[src/logic/irq_pkg.sv]
package irq_pkg;

  ////////////////////////////////
  // Interrupt vectors
  ////////////////////////////////

  // One bit per interrupt line
  typedef logic [31:0] irq_vec_t;
  typedef logic [4:0]  irq_id_t;

  // Software 3, timer 7, external 11, fast 16 to 31
  localparam irq_vec_t IRQ_IMPL_MASK = 32'hFFFF_0888;

  ////////////////////////////////
  // CSR map on the AXI4-Lite slave
  ////////////////////////////////

  localparam int AXIL_ADDR_W = 4;

  typedef enum logic [3:0] {
    CSR_MIE     = 4'h0,
    CSR_MSTATUS = 4'h4,
    CSR_MTVEC   = 4'h8,
    CSR_MIP     = 4'hC
  } csr_offset_e;

  typedef enum logic [1:0] {
    OKAY   = 2'd0,
    SLVERR = 2'd2
  } axil_resp_e;

  // Global enable position in mstatus
  localparam int MSTATUS_MIE_BIT = 3;

  // Base is a word address
  typedef struct packed {
    logic [29:0] base;
    logic [1:0]  mode;
  } mtvec_t;

  localparam logic [1:0] MTVEC_DIRECT   = 2'd0;
  localparam logic [1:0] MTVEC_VECTORED = 2'd1;

  ////////////////////////////////
  // Internal block interfaces
  ////////////////////////////////

  // CSR block to both controllers
  typedef struct packed {
    irq_vec_t mie;
    logic     mie_global;
    mtvec_t   mtvec;
  } irq_cfg_t;

  // Winning interrupt
  typedef struct packed {
    logic    valid;
    irq_id_t id;
  } irq_sel_t;

  // Trap request payload
  typedef struct packed {
    irq_id_t     id;
    logic [31:0] target;
  } irq_trap_t;

endpackage
[src/logic/irq_unit_top.sv]
`timescale 1ns/1ps

module irq_unit_top #(
  parameter irq_pkg::mtvec_t MTVEC_RESET = 32'h0000_1001
) (
  input  logic                            clk_i,
  input  logic                            arst_n_i,

  // AXI4-Lite CSR slave
  input  logic                            s_axil_awvalid_i,
  output logic                            s_axil_awready_o,
  input  logic [irq_pkg::AXIL_ADDR_W-1:0] s_axil_awaddr_i,
  input  logic                            s_axil_wvalid_i,
  output logic                            s_axil_wready_o,
  input  logic [31:0]                     s_axil_wdata_i,
  input  logic [3:0]                      s_axil_wstrb_i,
  output logic                            s_axil_bvalid_o,
  input  logic                            s_axil_bready_i,
  output irq_pkg::axil_resp_e             s_axil_bresp_o,
  input  logic                            s_axil_arvalid_i,
  output logic                            s_axil_arready_o,
  input  logic [irq_pkg::AXIL_ADDR_W-1:0] s_axil_araddr_i,
  output logic                            s_axil_rvalid_o,
  input  logic                            s_axil_rready_i,
  output logic [31:0]                     s_axil_rdata_o,
  output irq_pkg::axil_resp_e             s_axil_rresp_o,

  // Interrupt lines and core handshake
  input  irq_pkg::irq_vec_t               irq_i,
  input  logic                            irq_ack_i,
  output logic                            irq_req_o,
  output irq_pkg::irq_trap_t              irq_trap_o,
  output logic                            irq_wu_o
);

  irq_pkg::irq_cfg_t cfg;
  irq_pkg::irq_vec_t mip;
  irq_pkg::irq_sel_t sel;

  ////////////////////////////////
  // CSR block
  ////////////////////////////////

  irq_csr_regs #(
    .MTVEC_RESET      ( MTVEC_RESET      )
  ) irq_csr_regs_i (
    .clk_i            ( clk_i            ),
    .arst_n_i         ( arst_n_i         ),
    .s_axil_awvalid_i ( s_axil_awvalid_i ),
    .s_axil_awready_o ( s_axil_awready_o ),
    .s_axil_awaddr_i  ( s_axil_awaddr_i  ),
    .s_axil_wvalid_i  ( s_axil_wvalid_i  ),
    .s_axil_wready_o  ( s_axil_wready_o  ),
    .s_axil_wdata_i   ( s_axil_wdata_i   ),
    .s_axil_wstrb_i   ( s_axil_wstrb_i   ),
    .s_axil_bvalid_o  ( s_axil_bvalid_o  ),
    .s_axil_bready_i  ( s_axil_bready_i  ),
    .s_axil_bresp_o   ( s_axil_bresp_o   ),
    .s_axil_arvalid_i ( s_axil_arvalid_i ),
    .s_axil_arready_o ( s_axil_arready_o ),
    .s_axil_araddr_i  ( s_axil_araddr_i  ),
    .s_axil_rvalid_o  ( s_axil_rvalid_o  ),
    .s_axil_rready_i  ( s_axil_rready_i  ),
    .s_axil_rdata_o   ( s_axil_rdata_o   ),
    .s_axil_rresp_o   ( s_axil_rresp_o   ),
    .mip_i            ( mip              ),
    .cfg_o            ( cfg              )
  );

  // Pending, masking and priority
  int_controller int_controller_i (
    .clk_i            ( clk_i            ),
    .arst_n_i         ( arst_n_i         ),
    .irq_i            ( irq_i            ),
    .cfg_i            ( cfg              ),
    .mip_o            ( mip              ),
    .sel_o            ( sel              ),
    .irq_wu_o         ( irq_wu_o         )
  );

  // Request towards the core
  irq_trap_ctrl irq_trap_ctrl_i (
    .clk_i            ( clk_i            ),
    .arst_n_i         ( arst_n_i         ),
    .sel_i            ( sel              ),
    .cfg_i            ( cfg              ),
    .irq_ack_i        ( irq_ack_i        ),
    .irq_req_o        ( irq_req_o        ),
    .irq_trap_o       ( irq_trap_o       )
  );

endmodule

[src/logic/irq_trap_ctrl.sv]
`timescale 1ns/1ps

module irq_trap_ctrl (
  input  logic               clk_i,
  input  logic               arst_n_i,

  // Winner and trap vector configuration
  input  irq_pkg::irq_sel_t  sel_i,
  input  irq_pkg::irq_cfg_t  cfg_i,

  // Request handshake with the core
  input  logic               irq_ack_i,
  output logic               irq_req_o,
  output irq_pkg::irq_trap_t irq_trap_o
);

  typedef enum logic [1:0] {
    TRAP_IDLE,
    TRAP_REQ,
    TRAP_COOL
  } trap_state_e;

  trap_state_e        state_q, state_d;
  logic               load;
  logic [31:0]        vec_offset;
  logic [31:0]        target_d;
  irq_pkg::irq_trap_t trap_q;

  ////////////////////////////////
  // Trap target
  ////////////////////////////////

  // Four bytes per vector slot
  assign vec_offset = {25'd0, sel_i.id, 2'b00};
  assign target_d   = {cfg_i.mtvec.base, 2'b00} +
                      ((cfg_i.mtvec.mode == irq_pkg::MTVEC_VECTORED) ? vec_offset : 32'd0);

  ////////////////////////////////
  // Request FSM
  ////////////////////////////////

  // Cooldown may raise again directly, so low for exactly one cycle
  assign load = (state_q != TRAP_REQ) && sel_i.valid;

  always_comb begin
    state_d = state_q;
    case (state_q)
      TRAP_IDLE: if (sel_i.valid) state_d = TRAP_REQ;
      TRAP_REQ:  if (irq_ack_i) state_d = TRAP_COOL;
      TRAP_COOL: state_d = sel_i.valid ? TRAP_REQ : TRAP_IDLE;
      default:   state_d = TRAP_IDLE;
    endcase
  end

  always_ff @(posedge clk_i or negedge arst_n_i) begin
    if (!arst_n_i) state_q <= TRAP_IDLE;
    else           state_q <= state_d;
  end

  // Payload frozen while requesting
  always_ff @(posedge clk_i) begin
    if (load) begin
      trap_q.id     <= sel_i.id;
      trap_q.target <= target_d;
    end
  end

  assign irq_req_o  = (state_q == TRAP_REQ);
  assign irq_trap_o = trap_q;

  a_req_hold: assert property (@(posedge clk_i) disable iff (!arst_n_i)
    irq_req_o && !irq_ack_i |=> irq_req_o && $stable(irq_trap_o));

endmodule

[src/logic/int_controller.sv]
`timescale 1ns/1ps

module int_controller (
  input  logic              clk_i,
  input  logic              arst_n_i,

  // Asynchronous interrupt lines
  input  irq_pkg::irq_vec_t irq_i,

  // From the CSR block
  input  irq_pkg::irq_cfg_t cfg_i,

  // Pending lines, winner and wake-up
  output irq_pkg::irq_vec_t mip_o,
  output irq_pkg::irq_sel_t sel_o,
  output logic              irq_wu_o
);

  // Two-flop synchronizer
  irq_pkg::irq_vec_t sync1_q, sync2_q;
  irq_pkg::irq_vec_t mip_q;

  // Pending and enabled
  irq_pkg::irq_vec_t pend;
  irq_pkg::irq_id_t  win_id;

  ////////////////////////////////
  // Synchronizer and mip
  ////////////////////////////////

  always_ff @(posedge clk_i or negedge arst_n_i) begin
    if (!arst_n_i) begin
      sync1_q <= '0;
      sync2_q <= '0;
      mip_q   <= '0;
    end else begin
      sync1_q <= irq_i;
      sync2_q <= sync1_q;
      // Lines that do not exist never pend
      mip_q   <= sync2_q & irq_pkg::IRQ_IMPL_MASK;
    end
  end

  assign pend = mip_q & cfg_i.mie;

  ////////////////////////////////
  // Priority selection
  ////////////////////////////////

  // Later hits override earlier ones
  // Order is 31..16, then 11, 3, 7
  always_comb begin
    win_id = '0;
    if (pend[7])  win_id = 5'd7;
    if (pend[3])  win_id = 5'd3;
    if (pend[11]) win_id = 5'd11;
    for (int i = 16; i < 32; i++) begin
      if (pend[i]) begin
        win_id = irq_pkg::irq_id_t'(i);
      end
    end
  end

  // Wake-up ignores the global enable
  assign irq_wu_o = |pend;

  assign sel_o.valid = irq_wu_o && cfg_i.mie_global;
  assign sel_o.id    = win_id;
  assign mip_o       = mip_q;

  a_sel_pending: assert property (@(posedge clk_i) disable iff (!arst_n_i)
    sel_o.valid |-> (mip_o[sel_o.id] && cfg_i.mie[sel_o.id]));

endmodule

[src/logic/irq_csr_regs.sv]
`timescale 1ns/1ps

module irq_csr_regs #(
  parameter irq_pkg::mtvec_t MTVEC_RESET = 32'h0000_1001
) (
  input  logic                            clk_i,
  input  logic                            arst_n_i,

  // AXI4-Lite write address and data
  input  logic                            s_axil_awvalid_i,
  output logic                            s_axil_awready_o,
  input  logic [irq_pkg::AXIL_ADDR_W-1:0] s_axil_awaddr_i,
  input  logic                            s_axil_wvalid_i,
  output logic                            s_axil_wready_o,
  input  logic [31:0]                     s_axil_wdata_i,
  input  logic [3:0]                      s_axil_wstrb_i,

  // AXI4-Lite write response
  output logic                            s_axil_bvalid_o,
  input  logic                            s_axil_bready_i,
  output irq_pkg::axil_resp_e             s_axil_bresp_o,

  // AXI4-Lite read
  input  logic                            s_axil_arvalid_i,
  output logic                            s_axil_arready_o,
  input  logic [irq_pkg::AXIL_ADDR_W-1:0] s_axil_araddr_i,
  output logic                            s_axil_rvalid_o,
  input  logic                            s_axil_rready_i,
  output logic [31:0]                     s_axil_rdata_o,
  output irq_pkg::axil_resp_e             s_axil_rresp_o,

  // Pending lines and configuration
  input  irq_pkg::irq_vec_t               mip_i,
  output irq_pkg::irq_cfg_t               cfg_o
);

  // CSR storage
  irq_pkg::irq_vec_t   mie_q, mie_d;
  logic                mie_global_q, mie_global_d;
  irq_pkg::mtvec_t     mtvec_q, mtvec_d;
  logic [31:0]         mstatus_word;

  // Bus state
  logic                wr_accept, rd_accept;
  logic                bvalid_q, rvalid_q;
  logic [31:0]         wr_merged;
  logic [31:0]         rd_data, rdata_q;
  irq_pkg::axil_resp_e wr_resp, rd_resp, bresp_q, rresp_q;

  // Byte lanes under wstrb
  function automatic logic [31:0] merge_bytes(logic [31:0] old_word, logic [31:0] new_word,
                                              logic [3:0] strb);
    logic [31:0] res;
    res = old_word;
    for (int b = 0; b < 4; b++) begin
      if (strb[b]) begin
        res[b*8 +: 8] = new_word[b*8 +: 8];
      end
    end
    return res;
  endfunction

  assign mstatus_word = 32'(mie_global_q) << irq_pkg::MSTATUS_MIE_BIT;

  ////////////////////////////////
  // Write path
  ////////////////////////////////

  // Address and data taken together, one response outstanding
  assign wr_accept        = s_axil_awvalid_i && s_axil_wvalid_i && !bvalid_q;
  assign s_axil_awready_o = wr_accept;
  assign s_axil_wready_o  = wr_accept;

  always_comb begin
    mie_d        = mie_q;
    mie_global_d = mie_global_q;
    mtvec_d      = mtvec_q;
    wr_merged    = '0;
    wr_resp      = irq_pkg::OKAY;
    case (s_axil_awaddr_i)
      irq_pkg::CSR_MIE: begin
        wr_merged = merge_bytes(mie_q, s_axil_wdata_i, s_axil_wstrb_i);
        if (wr_accept) mie_d = wr_merged & irq_pkg::IRQ_IMPL_MASK;
      end
      irq_pkg::CSR_MSTATUS: begin
        wr_merged = merge_bytes(mstatus_word, s_axil_wdata_i, s_axil_wstrb_i);
        if (wr_accept) mie_global_d = wr_merged[irq_pkg::MSTATUS_MIE_BIT];
      end
      irq_pkg::CSR_MTVEC: begin
        wr_merged = merge_bytes(mtvec_q, s_axil_wdata_i, s_axil_wstrb_i);
        if (wr_accept) begin
          mtvec_d.base = wr_merged[31:2];
          // Reserved modes keep the old mode
          if (wr_merged[1:0] == irq_pkg::MTVEC_DIRECT ||
              wr_merged[1:0] == irq_pkg::MTVEC_VECTORED) begin
            mtvec_d.mode = wr_merged[1:0];
          end
        end
      end
      // Read-only, write dropped
      irq_pkg::CSR_MIP: wr_resp = irq_pkg::OKAY;
      default:          wr_resp = irq_pkg::SLVERR;
    endcase
  end

  ////////////////////////////////
  // Read path
  ////////////////////////////////

  assign rd_accept        = s_axil_arvalid_i && !rvalid_q;
  assign s_axil_arready_o = rd_accept;

  always_comb begin
    rd_resp = irq_pkg::OKAY;
    case (s_axil_araddr_i)
      irq_pkg::CSR_MIE:     rd_data = mie_q;
      irq_pkg::CSR_MSTATUS: rd_data = mstatus_word;
      irq_pkg::CSR_MTVEC:   rd_data = mtvec_q;
      irq_pkg::CSR_MIP:     rd_data = mip_i;
      default: begin
        rd_data = '0;
        rd_resp = irq_pkg::SLVERR;
      end
    endcase
  end

  always_ff @(posedge clk_i or negedge arst_n_i) begin
    if (!arst_n_i) begin
      mie_q        <= '0;
      mie_global_q <= 1'b0;
      mtvec_q      <= MTVEC_RESET;
      bvalid_q     <= 1'b0;
      rvalid_q     <= 1'b0;
    end else begin
      mie_q        <= mie_d;
      mie_global_q <= mie_global_d;
      mtvec_q      <= mtvec_d;
      // Responses held until their ready
      if (wr_accept) bvalid_q <= 1'b1;
      else if (s_axil_bready_i) bvalid_q <= 1'b0;
      if (rd_accept) rvalid_q <= 1'b1;
      else if (s_axil_rready_i) rvalid_q <= 1'b0;
    end
  end

  // Response payload
  always_ff @(posedge clk_i) begin
    if (wr_accept) bresp_q <= wr_resp;
    if (rd_accept) begin
      rdata_q <= rd_data;
      rresp_q <= rd_resp;
    end
  end

  assign s_axil_bvalid_o = bvalid_q;
  assign s_axil_bresp_o  = bresp_q;
  assign s_axil_rvalid_o = rvalid_q;
  assign s_axil_rdata_o  = rdata_q;
  assign s_axil_rresp_o  = rresp_q;

  assign cfg_o.mie        = mie_q;
  assign cfg_o.mie_global = mie_global_q;
  assign cfg_o.mtvec      = mtvec_q;

  a_bvalid_hold: assert property (@(posedge clk_i) disable iff (!arst_n_i)
    s_axil_bvalid_o && !s_axil_bready_i |=> s_axil_bvalid_o);

  a_rdata_stable: assert property (@(posedge clk_i) disable iff (!arst_n_i)
    s_axil_rvalid_o && !s_axil_rready_i |=> $stable(s_axil_rdata_o));

endmodule

[config.mk]
export PLATFORM = sky130hd
export DESIGN_NAME = irq_unit_top
export DESIGN_NICKNAME = d
export VERILOG_FILES = /design/src/logic/irq_pkg.sv /design/src/logic/irq_unit_top.sv /design/src/logic/irq_trap_ctrl.sv /design/src/logic/int_controller.sv /design/src/logic/irq_csr_regs.sv
export SDC_FILE = /design/constraint.sdc
export NUM_CORES = 1
export LEC_CHECK = 0
export ABC_AREA = 1
export BUFFER_PORTS_ARGS = -buffer_cell sky130_fd_sc_hd__buf_2
export CAP_MARGIN = 20
export CORE_MARGIN = 2
export CORE_UTILIZATION = 50
export CTS_CLUSTER_DIAMETER = 60
export CTS_CLUSTER_SIZE = 20
export DETAILED_ROUTE_END_ITERATION = 12
export PLACE_DENSITY = 0.82
export REMOVE_ABC_BUFFERS = 1
export SLEW_MARGIN = 25
export SYNTH_ARGS = -nofsm -noshare
export SYNTH_HDL_FRONTEND = slang
export SYNTH_HIERARCHICAL = 1
export SYNTH_SLANG_ARGS = --single-unit
[constraint.sdc]
create_clock -name clk_i -period 2.6 [get_ports clk_i]
set_input_delay 0.26 -clock clk_i [delete_from_list [all_inputs] [get_ports clk_i]]
set_output_delay 0.26 -clock clk_i [all_outputs]
set_load 0.01 [all_outputs]
[Yosys cells after proc, flatten, opt, wreduce, memory -nomap -nowiden]
Cells that the tools add are included.
Word-level totals
  flip-flop bits (word level): 212
  word-level logic and storage cells: 98
Operators by class
  add/subtract/negate cells: 1
  equal/unequal tests: 14
  mux-type cells: 33
  bitwise logic cells: 1
  reduce and logical (&&, ||, !) cells: 28
Operator list (count)
  32-bit case mux with 4 select lines: 1
  5-bit two-way mux: 18
  32-bit adder: 1
  32-bit bitwise AND: 1
  32-bit OR reduction: 1
  3-bit AND reduction: 10
  4-bit == test (second input constant): 4
  8-bit two-way mux: 2
  4-bit by 3-bit == test with 1-bit output (second input constant): 2
  4-bit logical NOT: 2
  2-bit two-way mux: 4
  4-bit OR reduction: 2
  7-bit two-way mux: 1
  2-bit by 1-bit == test with 1-bit output (second input constant): 3
  2-bit case mux with 3 select lines: 1
  1-bit logical AND: 5
  1-bit two-way mux: 5
  2-bit logical NOT: 2
  2-bit by 1-bit != test with 1-bit output (second input constant): 2
  2-bit != test (second input constant): 2
  2-bit nonzero test: 2
  3-bit two-way mux: 1
  2-bit == test (second input constant): 1
  1-bit logical NOT: 2
  2 further kinds: 2

[Logic depth before layout (Yosys ltp)]
Gate-level depths: netlist (run 1).
  word-level depth: 22
  mapped depth: 31
  depth with buffers taken out: 31

[By module]
The synthesis (run 1) kept the hierarchy.
Modules (own cells, without submodules)
  irq_csr_regs: times used 1, cells each 438, area each 4112.7 µm², seq. area each 2374.8 µm²
  irq_trap_ctrl: times used 1, cells each 298, area each 2321.0 µm², seq. area each 1101.1 µm²
  int_controller: times used 1, cells each 144, area each 1891.8 µm², seq. area each 1426.4 µm²

[Least setup slack after synthesis (run 1)]
No wires, ideal clock.
  path type: flip-flop to flip-flop
  start point: register irq_csr_regs_i.mie_q[18]
  end point: register irq_trap_ctrl_i.trap_q, in the netlist irq_trap_ctrl_i/irq_trap_o[10] (enable)
  setup time: 427 ps
  arrival time: 2423 ps
  data required time: 2173 ps
  slack: -250 ps
  stages on the path, launching flop included: 10
  path buffers: 0
  cells stage by stage: dfrtp_1 -> nand2_1 -> nand2_1 -> inv_1 -> nand3_1 -> nor3_1 -> nand4_1 -> and2_1 -> inv_1 -> nor2_1
RTL lines
  from (decl): line irq_csr_regs.sv:38  | irq_pkg::irq_vec_t mie_q, mie_d;
  from (signal assigned): line irq_csr_regs.sv:135  | mie_q <= mie_d;
  to (decl): line irq_trap_ctrl.sv:27  | irq_pkg::irq_trap_t trap_q;

==> results of run 1 <==
==> critical path: cells and delay by family, from the launching register on <==
kind	cells	cell delay (ns)
xor+xnor	1	0.16
fa+ha+maj	2	0.57
buf+inv	4	0.29
flops	1	0.37
simple gates	23	1.41
==> routing by layer <==
layer / share of wire [%] / track usage (%) / vias to the layer above
li1: - / - / 3202
met1: 41 / 30.17 / 3134
met2: 50 / 39.53 / 253
met3: 6.6 / 5.075 / 38
met4: 2.6 / 9.677 / 0
met5: 0 / 0 / -
==> path summary, 6_finish.rpt <==
check / startpoint / slack, ns / depth (start not counted) / endpoint
worst max-delay path: int_controller_i/mip_o[11] / -0.35 / 30 / irq_trap_ctrl_i/irq_trap_o[10]
worst max register to register: int_controller_i/mip_o[11] / -0.35 / 30 / irq_trap_ctrl_i/irq_trap_o[10]
worst min register to register: int_controller_i/sync2_q[7] / 0.34 / 0 / int_controller_i/mip_o[7]
worst min-delay path: s_axil_rready_i / 0.02 / 2 / irq_csr_regs_i/s_axil_rvalid_o
min in group asynchronous: arst_n_i / 0.24 / 2 / int_controller_i/mip_o[31]
max in group asynchronous: arst_n_i / 1.67 / 3 / irq_trap_ctrl_i/state_q[1]
==> final cells by class <==
| type | count | area, um2 | share of cell area, % |
|---|---|---|---|
| tap | 216 | 270.3 | 2.556 |
| clock inverter | 14 | 153.9 | 1.455 |
| timing repair buffer | 231 | 1464 | 13.84 |
| multi-input combinational | 586 | 3050 | 28.85 |
| inverter | 81 | 304.0 | 2.875 |
| sequential | 182 | 4902 | 46.36 |
| clock buffer | 18 | 429.2 | 4.059 |
==> sequential cells by signal, summed over array words and instances, names as in the netlist, named ones only <==
name,count
irq_csr_regs_i/mie_global_q,1
irq_csr_regs_i/s_axil_rresp_o,1
int_controller_i/mip_o,19
irq_csr_regs_i/s_axil_rvalid_o,1
irq_csr_regs_i/mie_q,19
irq_csr_regs_i/cfg_o,31
irq_trap_ctrl_i/irq_trap_o,35
int_controller_i/sync2_q,19
irq_csr_regs_i/s_axil_bresp_o,1
int_controller_i/sync1_q,19
irq_csr_regs_i/s_axil_rdata_o,32
irq_trap_ctrl_i/state_q,2
irq_csr_regs_i/s_axil_bvalid_o,1
==> layout by cell type, fill, tap and decap left out, types with 6 or more instances in the layout <==
cell type,instances
conb_1,17
inv_2,11
edfxtp_1,69
nand3_4,6
inv_1,70
dfrtp_1,111
buf_2,145
xor2_1,8
dlygate4sd3_1,21
nand3b_1,7
nand2_2,25
nand3_2,15
nand2_4,12
clkbuf_16,17
nor2_2,7
nor2_1,39
nor2_4,8
o21ai_0,14
nand2_1,320
buf_4,61
o21ai_2,17
inv_8,6
o21ai_1,7
nand3_1,51
nand4_1,10
==> through the flow <==
| step | hold WS [ns] | cell area (um2) |
|---|---|---|
| global placement | 0.1632 | 9387 |
| CTS | 0.003252 | 10450 |
| detailed placement | 0.1658 | 9387 |
| finish | 0.02086 | 10570 |
| global route | 0.01790 | 10570 |
| floorplan | -0.03559 | 8025 |
==> power groups by stage <==
stage | logic, mW | registers [mW] | clock network [mW]
floorplan | 0.390 | 3.47 | 0
global route | 1.03 | 3.45 | 2.70
CTS | 0.906 | 3.42 | 2.57
detailed placement | 0.823 | 3.48 | 0
global placement | 0.805 | 3.47 | 0
finish | 0.941 | 3.43 | 2.54
==> what timing repair did <==
item	CTS	global route
pin swaps	13	18
buffers inserted	13	8
endpoints found under the setup margin	28	29
endpoints found under the hold margin	39	0
cloned	1	0
hold buffers	21	0
gates resized for setup	45	11
==> metrics.md, run 1 <==
| Metric | Value |
|---|---|
| Status | complete, but fails checks |
| VDD IR max | around 0.5 mV |
| Largest net degree at the start of global routing | 78 |
| Fin util | between 60% and 70% |
| Total GRT Usage | roughly a quarter |
| Critical path arrival | between 3 and 4 ns |
| Die span in y | around 130 um |
| Die area | 17500 um2 |
| Crit Path Class | reg -> reg |
| Post-route ant nets | 0 |
| Setup Skew | around 0.011 ns |
| Total power | slightly below 7 mW |
| Worst Hold Class | in -> reg |
| Clock transition at path regs | ~0.07 ns |
| Headroom to the max-slew limit | approximately three fifths |
| Global-route wire length before repair | 32000 um |
| Slowest stage delay, CP | about 0.37 ns |
| Power per cell area | around 650 nW/um2 |
| Synth Warn # | 6 |
| Clock latency on the worst-skew pair | 0.44 ns |
| Sw frac | a little over a quarter |
| IO Count | between 150 and 200 |
| RD Place Congestion | 0.8687 |
| Cells after Synth | between 800 and 900 |
| Cell internal pwr | between 5 and 6 mW |
| Final period utilization | 113.3% |
| CTS max path bufs | 2 |
| Ant. Diodes | 0 |
| Vias in the first global route | 6296 |
| Power share of the combinational group | between 10% and 20% |
| Leakage | 5.239 nW |
| Setup crit end kind | register |
| Worst Tran Pin Value | just under 0.6 ns |
| Htree depth | 4 |
| Sequential power share | about half |
| F_max | 339.3 MHz |
| Root Driver | clkbuf_16 |
| Worst-path fanout max | 7 |
| Final setup viols | 28 |
| Setup slack after placement | -0.3388 ns |
| Share of cells above drive strength 1 | 32.01% |
| Failing checks | setup timing |
| Fin Setup TNS | -6.226 ns |
| CP most frequent cell | nand2_1 |
| Total core area | between 15000 and 20000 um2 |
| Clock Power Share | about 37% |
| Sw power | between 1.5 and 2 mW |
| Routed vias | roughly 6600 |
| GRT overflow | 0 |
| Final Hold Vio Count | 0 |
| Area growth syn-to-layout | 28.51% |
| Initial drt markers | a little under 600 |
| Max stage delay cell, worst path | dfrtp_1 |
| Max cap viols | 0 |
| DR vias/cell | ~5.0 |
| Worst Setup Start Kind | register |
| Final wirelength | a little over 20000 um |
| Starting Density | 51.42% |
| CTS tree | yes |
| Mean Syn Cell Area | 9.490 um2 |
| Fill count | between 1000 and 1500 |
| Minimum clock period after layout | 2.947 ns |
| CTS Buf Count | 17 |
| Setup ws final | -0.3470 ns |
| Num Clock Sinks | between 150 and 200 |
| Area of the mapped netlist | between 8000 and 9000 um2 |
| Die width | between 100 and 150 um |
| FP Rows | between 40 and 50 |
| Worst Path Required | 2.88 ns |
| Non-Filler Instances | approximately 1300 |
| # DRC | 0 |
| DP Cell Count | ~1300 |
| Wirelength per Cell | between 15 and 20 um |
| RSZ-0062 raised after global routing | true |
| DR pass1 iterations | 5 |
| Final HPWL DP | approximately 14000 um |
| Slew Viols, Final | 0 |
| Net total in the final layout | 1189 |
| IO Port Bufs | 146 |
| Number of antenna violations at the first check in global routing | 0 |
Note: power is estimated with default switching activity, not from simulation.
==> run 2, diff against run 1 <==
CAP_MARGIN = not set   (was 20)
SETUP_SLACK_MARGIN = 0.5   (was not set)
==> run 2 against run 1 <==
Against the previous run: the flow still finishes with violations (setup timing); highest routed layer unchanged; cell count is 0.30% lower; first-iteration DRC count is 22% higher; total power is 0.24% lower; largest power group unchanged; core utilization is 0.40 points lower.
==> metrics.md, run 2 (synthesis results as in run 1) <==
| Metric | Value |
|---|---|
| Status | complete, but fails checks |
| Crit Path Class | reg -> reg |
| Die width | 132.3 um (unchanged) |
| Final period utilization | 115.0% (+1.7 points) |
| CTS Buf Count | 17 (unchanged) |
| Wirelength per Cell | 15.46 um (+0.30%) |
| Area taken by multi-input logic gates | 3009 um2 (-1.4%) |
| Sw power | 1.893 mW (-0.16%) |
| RD Place Congestion | 0.8687 (unchanged) |
| Commonest non-fill, non-tap cells in the layout | nand2_1, buf_2, dfrtp_1 |
| Fin Setup TNS | -8.481 ns (-2.255 ns) |
| Cell internal pwr | 4.996 mW (-0.26%) |
| Root Driver | clkbuf_16 |
| Sw frac | 27.48% (about the same) |
| Worst Hold Class | in -> reg |
| Hold_sp | s_axil_rready_i |
| Clock transition at path regs | 0.07 ns (about the same) |
| Worst Path Required | 2.87 ns (about the same) |
| Minimum clock period after layout | 2.990 ns (+0.04309 ns) |
| Ant. Diodes | 0 (unchanged) |
| IO Count | 164 (unchanged) |
| Vias in the first global route | 6228 (-1.1%) |
| Max FFs per register | 35 (unchanged) |
| Starting Density | 51.42% (unchanged) |
| Sequential power share | 49.7% (about the same) |
| Slew Viols, Final | 0 (unchanged) |
| DR vias/cell | 4.996 (+0.12%) |
| Commonest non-fill, non-tap cell in the layout | nand2_1 |
| IO Port Bufs | 146 (unchanged) |
| Failing checks | setup timing |
| # DRC | 0 (unchanged) |
| Routed vias | 6615 (-0.18%) |
| Worst Tran Pin Value | 0.7631 ns (+0.1856 ns) |
| GRT overflow | 0 (unchanged) |
| Worst-path fanout max | 7 (unchanged) |
| Initial drt markers | 707 (+22%) |
| Fill count | 1264 (+0.16%) |
| Area growth syn-to-layout | 27.74% |
| Total GRT Usage | 23.58% (-0.075 points) |
| Die area | 17500 um2 (unchanged) |
| CP delay by family, top | simple AND/OR/NAND/NOR gates |
| Largest net degree at the start of global routing | 78 (unchanged) |
| Setup Skew | 0.01458 ns (+0.003449 ns) |
| F_max | 334.4 MHz (-1.4%) |
| Final wirelength | 20470 um (unchanged) |
| Clock Power Share | 36.7% (about the same) |
| Total core area | 16000 um2 (unchanged) |
| Leakage | 5.230 nW (-0.17%) |
| Net total in the final layout | 1185 (-0.34%) |
| Max stage delay cell, worst path | fa_2 |
| Die span in y | 132.3 um (unchanged) |
| Number of antenna violations at the first check in global routing | 0 (unchanged) |
| Placed Area | 9387 um2 (unchanged) |
| CP most frequent cell | nand2_1 |
| FP Rows | 46 (unchanged) |
| Setup ws final | -0.3901 ns (-0.04309 ns) |
| Clock latency on the worst-skew pair | 0.44 ns (about the same) |
| Share of cells above drive strength 1 | 31.05% (-0.97 points) |
| Power share of the combinational group | 13.6% (about the same) |
| Max cap viols | 0 (unchanged) |
| DR pass1 iterations | 6 (+1) |
| VDD IR max | 0.4923 mV (-1.2%) |
| Final HPWL DP | 13890 um (unchanged) |
| Global-route wire length before repair | 31850 um (-0.45%) |
| Num Clock Sinks | 182 (unchanged) |
| CTS tree | yes |
| Headroom to the max-slew limit | 48.94% (-12 points) |
| Slowest stage delay, CP | 0.40 ns (+0.03 ns) |
| RSZ-0062 raised after global routing | true |
| Reg2reg start | irq_csr_regs_i/mie_q[11] |
| Htree depth | 4 (unchanged) |
| Final Hold Vio Count | 0 (unchanged) |
| Worst Setup Start Kind | register |
| CTS max path bufs | 2 (unchanged) |
| FF+latch area | 4902 um2 (unchanged) |
| Final setup viols | 28 (unchanged) |
| Crit path from | irq_csr_regs_i/mie_q[11] |
| Setup crit end kind | register |
| Critical path arrival | 3.26 ns (+0.04 ns) |
| Buffers & Inverters on Critical Path | 4 (unchanged) |
| Finished Cell Area | 10510 um2 (-0.60%) |
| Power per cell area | 655.5 nW/um2 (+0.37%) |
| Post-route ant nets | 0 (unchanged) |
-- run 2: cell count changes in the layout (fill, tap and decap cells not counted), sizes merged --
| cell | delta |
|---|---|
| buf | -4 |
| nand2 | -1 |
| nor2 | +1 |
-- run 2: worst paths after layout --
kind | to | cells past startpoint | slack [ns]
setup reg to reg | irq_trap_ctrl_i/irq_trap_o[10] | 30 | -0.39
max in group asynchronous | irq_trap_ctrl_i/state_q[1] | 3 | 1.67
setup / recovery | irq_trap_ctrl_i/irq_trap_o[10] | 30 | -0.39
hold / removal | irq_csr_regs_i/s_axil_rvalid_o | 2 | 0.02
min in group asynchronous | int_controller_i/mip_o[31] | 2 | 0.25
hold reg to reg | int_controller_i/mip_o[7] | 0 | 0.34
-- run 2: power groups by stage --
stage	sequential [mW]	clock, mW	combinational [mW]
after floorplan	3.47	0	0.390
after global placement	3.47	0	0.805
after detailed placement	3.48	0	0.823
after CTS	3.42	2.57	0.891
after global routing	3.45	2.70	1.02
final	3.42	2.53	0.934
-- run 2: stage by stage --
| stage | worst slack (ns) | util [%] | total power [mW] | instances | hold WS [ns] |
|---|---|---|---|---|---|
| after floorplan | -0.2504 | - | 3.863 | 848 | -0.03559 |
| after global placement | -0.2507 | 58.66 | 4.279 | 1255 | 0.1632 |
| after detailed placement | -0.3388 | 58.66 | 4.301 | 1255 | 0.1658 |
| after CTS | -0.2309 | 64.90 | 6.886 | 1317 | 0.003252 |
| after global routing | -0.6437 | 65.69 | 7.165 | 1324 | 0.02162 |
| final | -0.3901 | 65.69 | 6.889 | 1324 | 0.02320 |
-- run 2: layout make-up --
class                      instances  area share [%]
tap                              216           2.571
inverter                          81           2.917
clock buffer                      18           4.083
multi-input combinational        586           28.63
timing repair buffer             227           13.69
clock inverter                    14           1.464
sequential                       182           46.64
-- run 2: repair_timing --
item | 4_1_cts | 5_1_grt
cloned | 1 | 0
hold buffers | 21 | 0
resized for setup | 35 | 13
pin swaps | 8 | 14
setup endpoints to repair | 65 | 66
endpoints found under the hold margin | 39 | 0
setup buffers | 8 | 7
-- run 2: layer usage --
layer	track usage (%)	share of wire, %	vias to the layer above
li1	-	-	3193
met1	30.45	41	3096
met2	39.15	50	279
met3	4.883	6.7	47
met4	9.558	2.8	0
met5	0	0	-
